## config.mk

```make
export PLATFORM = sky130hd
export DESIGN_NAME = dual_beam_trigger
export DESIGN_NICKNAME = d
export VERILOG_FILES = /design/src/verilog/beam_pkg.sv /design/src/verilog/thresh_cfg_if.sv /design/src/verilog/beam_axil_regs.sv /design/src/verilog/beam_power.sv /design/src/verilog/dual_beam_trigger.sv /design/src/verilog/threshold_detect.sv
export VERILOG_INCLUDE_DIRS = /design/src /design/src/include
export SDC_FILE = /design/constraint.sdc
export NUM_CORES = 2
export LEC_CHECK = 0
export BUFFER_PORTS_ARGS = -buffer_cell sky130_fd_sc_hd__buf_2
export CAP_MARGIN = 20
export CORE_ASPECT_RATIO = 1.1
export CORE_MARGIN = 1
export CORE_UTILIZATION = 35
export CTS_CLUSTER_DIAMETER = 30
export CTS_CLUSTER_SIZE = 40
export DETAILED_ROUTE_END_ITERATION = 16
export PLACE_DENSITY = 0.53
export SLEW_MARGIN = 40
export SYNTH_ARGS = -nofsm -noshare
export SYNTH_HDL_FRONTEND = slang
export SYNTH_SLANG_ARGS = --single-unit
```

## constraint.sdc

```tcl
create_clock -name clk_i -period 7.4 [get_ports clk_i]
set_clock_uncertainty 0.1 [all_clocks]
set_input_delay 2.22 -clock clk_i [delete_from_list [all_inputs] [get_ports clk_i]]
set_output_delay 2.22 -clock clk_i [all_outputs]
set_load 0.01 [all_outputs]
```

## src/include/beam_params.svh

```systemverilog
`ifndef BEAM_PARAMS_SVH
`define BEAM_PARAMS_SVH

// beam geometry
`define BEAM_NCHAN      8
`define BEAM_NSAMP      8
`define BEAM_NBITS      5
// channel index outermost, sample index inside it
`define BEAM_IN_W       320

// datapath widths
`define BEAM_THRESH_W   18
// beam input sampled -> trigger_o
`define BEAM_PIPE_LAT   5

// AXI4-Lite register map, byte offsets
`define BEAM_AXI_AW         5
`define BEAM_REG_THRESH_A   5'h00
`define BEAM_REG_THRESH_B   5'h04
`define BEAM_REG_CTRL       5'h08
`define BEAM_REG_COUNT_A    5'h0C
`define BEAM_REG_COUNT_B    5'h10

`endif

```

## src/verilog/beam_pkg.sv

```systemverilog
`include "beam_params.svh"

package beam_pkg;

    // one offset-binary input code
    typedef logic [`BEAM_NBITS-1:0] code_t;

    // centred sum of 8 channels, range -124..124
    typedef logic signed [7:0] beam_sum_t;

    // square of a centred sum, at most 15376
    typedef logic [13:0] square_t;

    // sum of 8 squares per clock, at most 123008
    typedef logic [16:0] power_t;

    typedef logic [`BEAM_THRESH_W-1:0] thresh_t;
    typedef logic [31:0] count_t;

    // register offsets
    typedef enum logic [`BEAM_AXI_AW-1:0] {
        REG_THRESH_A = `BEAM_REG_THRESH_A,
        REG_THRESH_B = `BEAM_REG_THRESH_B,
        REG_CTRL     = `BEAM_REG_CTRL,
        REG_COUNT_A  = `BEAM_REG_COUNT_A,
        REG_COUNT_B  = `BEAM_REG_COUNT_B
    } reg_off_t;

endpackage

```

## src/verilog/thresh_cfg_if.sv

```systemverilog
`timescale 1ns/1ps

interface thresh_cfg_if import beam_pkg::*; ();

    // staged thresholds, copied to active on update
    thresh_t thresh_a;
    thresh_t thresh_b;
    // single-cycle strobes from CTRL writes
    logic    update;
    logic    clear;
    // trigger counters back to the register block
    count_t  count_a;
    count_t  count_b;

    modport regs (
        output thresh_a, thresh_b, update, clear,
        input  count_a, count_b
    );

    modport detect (
        input  thresh_a, thresh_b, update, clear,
        output count_a, count_b
    );

endinterface

```

## src/verilog/beam_axil_regs.sv

```systemverilog
`timescale 1ns/1ps
`include "beam_params.svh"

module beam_axil_regs import beam_pkg::*; (
    input  logic                   clk_i,
    input  logic                   rst_i,
    // write address
    input  logic [`BEAM_AXI_AW-1:0] awaddr_i,
    input  logic                   awvalid_i,
    output logic                   awready_o,
    // write data
    input  logic [31:0]            wdata_i,
    input  logic [3:0]             wstrb_i,
    input  logic                   wvalid_i,
    output logic                   wready_o,
    // write response
    output logic [1:0]             bresp_o,
    output logic                   bvalid_o,
    input  logic                   bready_i,
    // read address
    input  logic [`BEAM_AXI_AW-1:0] araddr_i,
    input  logic                   arvalid_i,
    output logic                   arready_o,
    // read data
    output logic [31:0]            rdata_o,
    output logic [1:0]             rresp_o,
    output logic                   rvalid_o,
    input  logic                   rready_i,
    thresh_cfg_if.regs             cfg
);

    localparam logic [1:0] RESP_OKAY   = 2'b00;
    localparam logic [1:0] RESP_SLVERR = 2'b10;

    thresh_t thresh_a_q;
    thresh_t thresh_b_q;
    logic    update_q;
    logic    clear_q;
    logic    wr_hs;
    logic    rd_hs;

    // ready only rises while both valids are up, so ready alone marks it
    assign wr_hs = awready_o && awvalid_i && wvalid_i;
    assign rd_hs = arready_o && arvalid_i;

    //////////////////////////////////////////////////////////////////////
    // write channel
    //////////////////////////////////////////////////////////////////////

    // byte lanes always written as a full word, wstrb_i has no effect
    always_ff @(posedge clk_i) begin
        if (rst_i) begin
            awready_o  <= 1'b0;
            wready_o   <= 1'b0;
            bvalid_o   <= 1'b0;
            thresh_a_q <= '1;
            thresh_b_q <= '1;
            update_q   <= 1'b0;
            clear_q    <= 1'b0;
        end else begin
            // strobes last one cycle
            update_q  <= 1'b0;
            clear_q   <= 1'b0;
            awready_o <= 1'b0;
            wready_o  <= 1'b0;
            if (!awready_o && !bvalid_o && awvalid_i && wvalid_i) begin
                awready_o <= 1'b1;
                wready_o  <= 1'b1;
            end
            if (wr_hs) begin
                bvalid_o <= 1'b1;
                bresp_o  <= RESP_OKAY;
                case (awaddr_i)
                    REG_THRESH_A: thresh_a_q <= wdata_i[`BEAM_THRESH_W-1:0];
                    REG_THRESH_B: thresh_b_q <= wdata_i[`BEAM_THRESH_W-1:0];
                    REG_CTRL: begin
                        update_q <= wdata_i[0];
                        clear_q  <= wdata_i[1];
                    end
                    // counters are read-only, write dropped
                    REG_COUNT_A, REG_COUNT_B: ;
                    default: bresp_o <= RESP_SLVERR;
                endcase
            end else if (bvalid_o && bready_i) begin
                bvalid_o <= 1'b0;
            end
        end
    end

    //////////////////////////////////////////////////////////////////////
    // read channel
    //////////////////////////////////////////////////////////////////////

    always_ff @(posedge clk_i) begin
        if (rst_i) begin
            arready_o <= 1'b0;
            rvalid_o  <= 1'b0;
        end else begin
            arready_o <= !arready_o && !rvalid_o && arvalid_i;
            if (rd_hs) begin
                rvalid_o <= 1'b1;
                rresp_o  <= RESP_OKAY;
                rdata_o  <= '0;
                case (araddr_i)
                    REG_THRESH_A: rdata_o <= 32'(thresh_a_q);
                    REG_THRESH_B: rdata_o <= 32'(thresh_b_q);
                    // CTRL is write-only strobes, reads zero
                    REG_CTRL:     rdata_o <= '0;
                    REG_COUNT_A:  rdata_o <= cfg.count_a;
                    REG_COUNT_B:  rdata_o <= cfg.count_b;
                    default:      rresp_o <= RESP_SLVERR;
                endcase
            end else if (rvalid_o && rready_i) begin
                rvalid_o <= 1'b0;
            end
        end
    end

    assign cfg.thresh_a = thresh_a_q;
    assign cfg.thresh_b = thresh_b_q;
    assign cfg.update   = update_q;
    assign cfg.clear    = clear_q;

endmodule

```

## src/verilog/beam_power.sv

```systemverilog
`timescale 1ns/1ps
`include "beam_params.svh"

module beam_power import beam_pkg::*; (
    input  logic                  clk_i,
    input  logic                  rst_i,
    input  logic [`BEAM_IN_W-1:0] beam_i,
    output power_t                power_o,
    output logic                  power_valid_o
);

    localparam int NCHAN = `BEAM_NCHAN;
    localparam int NSAMP = `BEAM_NSAMP;
    localparam int NBITS = `BEAM_NBITS;
    localparam int SUM_W = $bits(beam_sum_t);
    // the compare stage downstream takes the last clock
    localparam int VLD_W = `BEAM_PIPE_LAT - 1;

    logic [`BEAM_IN_W-1:0] beam_q;
    code_t                 code [NCHAN][NSAMP];
    logic [SUM_W-1:0]      chan_sum [NSAMP];
    beam_sum_t             centred_q [NSAMP];
    logic signed [15:0]    prod [NSAMP];
    square_t               sq_q [NSAMP];
    power_t                acc;
    power_t                power_q;
    logic [VLD_W-1:0]      vld_q;

    //////////////////////////////////////////////////////////////////////
    // stage 1: input register and unpack
    //////////////////////////////////////////////////////////////////////

    always_ff @(posedge clk_i) begin
        beam_q <= beam_i;
    end

    // channel c occupies NSAMP*NBITS bits, sample s sits inside it
    always_comb begin
        for (int c = 0; c < NCHAN; c++) begin
            for (int s = 0; s < NSAMP; s++) begin
                code[c][s] = beam_q[NBITS*NSAMP*c + NBITS*s +: NBITS];
            end
        end
    end

    //////////////////////////////////////////////////////////////////////
    // stage 2: channel sum per sample, centred to signed
    //////////////////////////////////////////////////////////////////////

    // each code carries a hidden -15.5, so 8 of them are off by 124
    // seed the tree with 4, then dropping 128 is a flip of the msb
    always_comb begin
        for (int s = 0; s < NSAMP; s++) begin
            chan_sum[s] = SUM_W'(4);
            for (int c = 0; c < NCHAN; c++) begin
                chan_sum[s] = chan_sum[s] + SUM_W'(code[c][s]);
            end
        end
    end

    always_ff @(posedge clk_i) begin
        for (int s = 0; s < NSAMP; s++) begin
            centred_q[s] <= {~chan_sum[s][SUM_W-1], chan_sum[s][SUM_W-2:0]};
        end
    end

    //////////////////////////////////////////////////////////////////////
    // stage 3 and 4: square, then sum the 8 squares
    //////////////////////////////////////////////////////////////////////

    // |x| <= 124 keeps the square inside 14 bits
    always_comb begin
        for (int s = 0; s < NSAMP; s++) begin
            prod[s] = 16'(centred_q[s]) * 16'(centred_q[s]);
        end
    end

    always_ff @(posedge clk_i) begin
        for (int s = 0; s < NSAMP; s++) begin
            sq_q[s] <= prod[s][13:0];
        end
    end

    always_comb begin
        acc = '0;
        for (int s = 0; s < NSAMP; s++) begin
            acc = acc + power_t'(sq_q[s]);
        end
    end

    always_ff @(posedge clk_i) begin
        power_q <= acc;
    end

    // one bit per stage, filled with ones once out of reset
    always_ff @(posedge clk_i) begin
        if (rst_i) begin
            vld_q <= '0;
        end else begin
            vld_q <= {vld_q[VLD_W-2:0], 1'b1};
        end
    end

    assign power_o       = power_q;
    assign power_valid_o = vld_q[VLD_W-1];

endmodule

```

## src/verilog/dual_beam_trigger.sv

```systemverilog
`timescale 1ns/1ps
`include "beam_params.svh"

module dual_beam_trigger import beam_pkg::*; (
    input  logic                    clk_i,
    input  logic                    rst_i,
    input  logic [`BEAM_IN_W-1:0]   beam_a_i,
    input  logic [`BEAM_IN_W-1:0]   beam_b_i,
    // AXI4-Lite slave
    input  logic [`BEAM_AXI_AW-1:0] s_axil_awaddr_i,
    input  logic                    s_axil_awvalid_i,
    output logic                    s_axil_awready_o,
    input  logic [31:0]             s_axil_wdata_i,
    input  logic [3:0]              s_axil_wstrb_i,
    input  logic                    s_axil_wvalid_i,
    output logic                    s_axil_wready_o,
    output logic [1:0]              s_axil_bresp_o,
    output logic                    s_axil_bvalid_o,
    input  logic                    s_axil_bready_i,
    input  logic [`BEAM_AXI_AW-1:0] s_axil_araddr_i,
    input  logic                    s_axil_arvalid_i,
    output logic                    s_axil_arready_o,
    output logic [31:0]             s_axil_rdata_o,
    output logic [1:0]              s_axil_rresp_o,
    output logic                    s_axil_rvalid_o,
    input  logic                    s_axil_rready_i,
    // bit 0 beam A, bit 1 beam B
    output logic [1:0]              trigger_o
);

    power_t power_a;
    power_t power_b;
    logic   power_valid;

    thresh_cfg_if cfg_if ();

    // beam B valid matches beam A, left open
    beam_power u_beam_a (
        .clk_i(clk_i), .rst_i(rst_i), .beam_i(beam_a_i),
        .power_o(power_a), .power_valid_o(power_valid)
    );

    beam_power u_beam_b (
        .clk_i(clk_i), .rst_i(rst_i), .beam_i(beam_b_i),
        .power_o(power_b), .power_valid_o()
    );

    threshold_detect u_detect (
        .clk_i(clk_i), .rst_i(rst_i),
        .power_a_i(power_a), .power_b_i(power_b), .power_valid_i(power_valid),
        .cfg(cfg_if.detect), .trigger_o(trigger_o)
    );

    beam_axil_regs u_regs (
        .clk_i(clk_i), .rst_i(rst_i),
        .awaddr_i(s_axil_awaddr_i), .awvalid_i(s_axil_awvalid_i),
        .awready_o(s_axil_awready_o),
        .wdata_i(s_axil_wdata_i), .wstrb_i(s_axil_wstrb_i),
        .wvalid_i(s_axil_wvalid_i), .wready_o(s_axil_wready_o),
        .bresp_o(s_axil_bresp_o), .bvalid_o(s_axil_bvalid_o), .bready_i(s_axil_bready_i),
        .araddr_i(s_axil_araddr_i), .arvalid_i(s_axil_arvalid_i),
        .arready_o(s_axil_arready_o),
        .rdata_o(s_axil_rdata_o), .rresp_o(s_axil_rresp_o),
        .rvalid_o(s_axil_rvalid_o), .rready_i(s_axil_rready_i),
        .cfg(cfg_if.regs)
    );

endmodule

```

## src/verilog/threshold_detect.sv

```systemverilog
`timescale 1ns/1ps

module threshold_detect import beam_pkg::*; (
    input  logic       clk_i,
    input  logic       rst_i,
    input  power_t     power_a_i,
    input  power_t     power_b_i,
    // both beams share timing, so one valid serves both
    input  logic       power_valid_i,
    thresh_cfg_if.detect cfg,
    // bit 0 is beam A
    output logic [1:0] trigger_o
);

    thresh_t act_a_q;
    thresh_t act_b_q;
    count_t  cnt_a_q;
    count_t  cnt_b_q;

    // active thresholds, all ones so nothing fires out of reset
    always_ff @(posedge clk_i) begin
        if (rst_i) begin
            act_a_q <= '1;
            act_b_q <= '1;
        end else if (cfg.update) begin
            act_a_q <= cfg.thresh_a;
            act_b_q <= cfg.thresh_b;
        end
    end

    // strictly greater than, registered
    always_ff @(posedge clk_i) begin
        if (rst_i) begin
            trigger_o <= 2'b00;
        end else begin
            trigger_o[0] <= power_valid_i && (power_a_i > act_a_q);
            trigger_o[1] <= power_valid_i && (power_b_i > act_b_q);
        end
    end

    //////////////////////////////////////////////////////////////////////
    // trigger counters
    //////////////////////////////////////////////////////////////////////

    // one count per clock with the trigger high, wraps at 2^32
    always_ff @(posedge clk_i) begin
        if (rst_i || cfg.clear) begin
            cnt_a_q <= '0;
            cnt_b_q <= '0;
        end else begin
            cnt_a_q <= cnt_a_q + count_t'(trigger_o[0]);
            cnt_b_q <= cnt_b_q + count_t'(trigger_o[1]);
        end
    end

    assign cfg.count_a = cnt_a_q;
    assign cfg.count_b = cnt_b_q;

endmodule
```

==> flow_summary.json <==
{
  "status": "finished clean",
  "grtUsageTotal": 0.150,
  "worstPathCellList": "inv_1, fa_1, fa_1, inv_1, fa_1, inv_1, fa_1, inv_1, ha_1, inv_1, fa_1, nor2b_1, o31a_1, o21ai_0, o21ai_0, o41ai_1, o21ai_0",
  "cts_tree": "done",
  "grt_pass1_wl_um": 269000,
  "slew_viol_final": 0,
  "cts.sinks": 1192,
  "mostFrequentLayoutCells": "inv_1 (1955), fa_1 (1261), dfxtp_1 (1157), buf_2 (715), ha_1 (598)",
  "clock_latency_ns": 0.91,
  "synthTopCellsByArea": "fa_1 (32%), dfxtp_1 (30%), ha_1 (9.6%)",
  "fin_nets": 10700,
  "drive_above_1_share": 0.148,
  "areaGrowthSynthToFinish_pct": 22.0,
  "first_pass_iters": 5,
  "root_buffer": "clkbuf_16",
  "rr_startpoint": "u_beam_a.sq_q[1][2]",
  "avgSynthCellArea_um2": 10.8,
  "grt_pass1_vias": 53500,
  "end_kind": "flop",
  "synth_top_area_frac": 0.324,
  "hold_depth": 1,
  "ys_seq_elements": 1192,
  "post-route-period-util": 0.638,
  "synth_area_um2": 78000,
  "fmax_ghz": 0.212,
  "min_to": "u_beam_a.vld_q[1]",
  "overflow": 0,
  "synth_edf_count": 34,
  "detail_route.wl_per_cell_um": 14.3,
  "final_cell_count_no_fill": 11300,
  "fp-row-count": 181,
  "synthFlopType": "dfxtp_1",
  "criticalPathCategory": "flop to flop",
  "clockBufferDepth": 4,
  "worstHoldStart": "u_beam_a.vld_q[0]",
  "yosysSeqAreaShare": 0.310,
  "numPortBuffers": 715,
  "rsz0062_at_grt": "no",
  "cts_setup_buffers": 0,
  "synth.distinct_cells": 66,
  "hold_viol": 0,
  "hold_class": "flop to flop",
  "io_pins": 736,
  "drt_iter0_drc": 1699,
  "vias_per_cell": 4.24,
  "vias": 48100,
  "cp_max_fo": 3,
  "htree_levels": 5,
  "place_hpwl_um": 135000,
  "clkTransAtPathRegs_ns": 0.04,
  "max_cap_violations": 0,
  "reg2reg_depth": 17,
  "slowest_delay_ns": 0.61,
  "die_area_um2": 225000,
  "layout.cells.most_common": "inv_1",
  "routabilityCongestion": 0.824,
  "netlist_instances": 7239,
  "slowest_stage": "fa_1",
  "holdBufCountCts": 0,
  "start_kind": "flop",
  "min_period_ns": 4.72,
  "die_width_um": 452,
  "finalSetupViolCount": 0,
  "yosysWarnings": 0,
  "async_flop_share": 0,
  "ant_nets": 0,
  "worst_slew_pin_slew_ns": 0.763,
  "yosys.area.top_type": "fa_1",
  "timing.rr.end": "u_beam_a.power_o[16]",
  "grt_max_degree": 76,
  "antenna_found_initial": 33,
  "core_um2": 221000,
  "ctsResizeCount": 0,
  "cp.arrival_ns": 5.36,
  "critical_path_required_ns": 8.04,
  "dp_cells": 10800,
  "crit_buf_inv": 5,
  "crit_family": "adder cells",
  "start_util": 0.352,
  "cts_buffers": 293,
  "dieHeight_um": 497,
  "max-slew-margin-rel": 0.484,
  "num-fill-cells": 20900,
  "drc": 0,
  "reg2reg_slack_ns": 2.68,
  "setup_tns_ns": 0,
  "routed_wirelength_um": 162000
}
[worst register-to-register path, cell delays in order (launching register included)]
cell	delay, ns
dfxtp_1	0.30
inv_1	0.05
fa_1	0.61
fa_1	0.55
inv_1	0.05
fa_1	0.47
inv_1	0.05
fa_1	0.47
inv_1	0.04
ha_1	0.20
inv_1	0.09
fa_1	0.22
nor2b_1	0.07
o31a_1	0.25
o21ai_0	0.20
o21ai_0	0.23
o41ai_1	0.42
o21ai_0	0.20
[layout make-up]
cell class	instances	area (um2)	area share
Multi-Input combinational cell	4003	46100	0.484
Clock buffer	358	8020	0.0843
Sequential cell	1192	24200	0.254
Tap cell	2928	3660	0.0385
Inverter	1957	7350	0.0772
Antenna cell	17	42.5	0.000447
Timing Repair Buffer	721	3640	0.0382
Clock inverter	155	2120	0.0223
[how the worst max path moves through the flow]
stage | startpoint | end | cells after the start
finish | u_beam_a.sq_q[1][2] | u_beam_a.power_o[16] | 17
global route | u_beam_a.sq_q[1][2] | u_beam_a.power_o[16] | 17
CTS | u_beam_a.sq_q[1][2] | u_beam_a.power_o[16] | 17
detailed placement | s_axil_araddr_i[3] | u_regs.rdata_o[22] | 4
global placement | s_axil_araddr_i[3] | u_regs.rdata_o[20] | 4
floorplan | u_beam_b.sq_q[1][44] | u_beam_b.power_o[16] | 16
[per-stage QoR]
step / utilization / setup WS, ns / hold WS, ns / instance area, um2
6_report: 0.430 / 2.68 / 0.331 / 95100
5_1_grt: 0.430 / 2.39 / 0.344 / 95100
4_1_cts: 0.430 / 2.65 / 0.335 / 95000
3_5_place_dp: 0.384 / 2.53 / 0.333 / 84900
3_3_place_gp: 0.384 / 2.56 / 0.326 / 84900
2_1_floorplan: - / 3.00 / 0.305 / 78000
[kinds of logic (layout without fill, tap and decap cells)]
family                     Yosys count  in the layout  share of synthesized area
AOI/OAI and AO/OA                  516            516                     0.0416
xor gates and xnor gates           429            429                     0.0482
adders and majority gates         1859           1859                      0.420
buffers and inverters             2052           3191                     0.0990
DFF                               1192           1192                      0.310
muxes                               76             76                    0.00976
other                                2             27                  0.0000963
and+or+nand+nor                   1113           1113                     0.0711
[cell usage after synthesis (11+ instances only)]
master,number
nand4_1,18
and3_1,43
inv_1,1956
mux2i_1,76
o21ai_0,128
or3_1,12
o211ai_1,34
dfxtp_1,1158
a21oi_1,144
nand2b_1,35
nor2_1,263
ha_1,598
nor3_1,46
clkbuf_1,82
and2_1,248
o22ai_1,19
a21boi_0,16
nand2_1,301
edfxtp_1,34
o21bai_1,26
a211oi_1,29
a22o_1,14
o311a_1,11
xnor2_1,321
a21o_1,60
nand3_1,22
or2_2,22
nor2b_1,72
fa_1,1261
xor2_1,108
[per-layer routing]
layer	GRT usage	vias to the layer above	part of all wire
li1	-	23500	-
met1	0.187	23300	0.43
met2	0.254	970	0.49
met3	0.0373	286	0.054
met4	0.0498	28	0.027
met5	0	-	0.0011
[sequential cells by signal (all words and copies together) (netlist names), 17 cells and up]
signal	count
u_beam_a.sq_q	104
u_beam_b.power_o	17
u_detect.cfg.count_b	32
u_regs.cfg.thresh_a	18
u_detect.cfg.count_a	32
u_beam_b.centred_q	64
u_detect.act_b_q	18
u_beam_b.beam_q	320
u_beam_a.centred_q	64
u_regs.rdata_o	32
u_beam_a.beam_q	320
u_regs.cfg.thresh_b	18
u_beam_b.sq_q	104
u_detect.act_a_q	18
u_beam_a.power_o	17
Power is left out: the tool's default activity adds up to more than one toggle a clock period on the data nets, which glitch-free logic cannot reach.
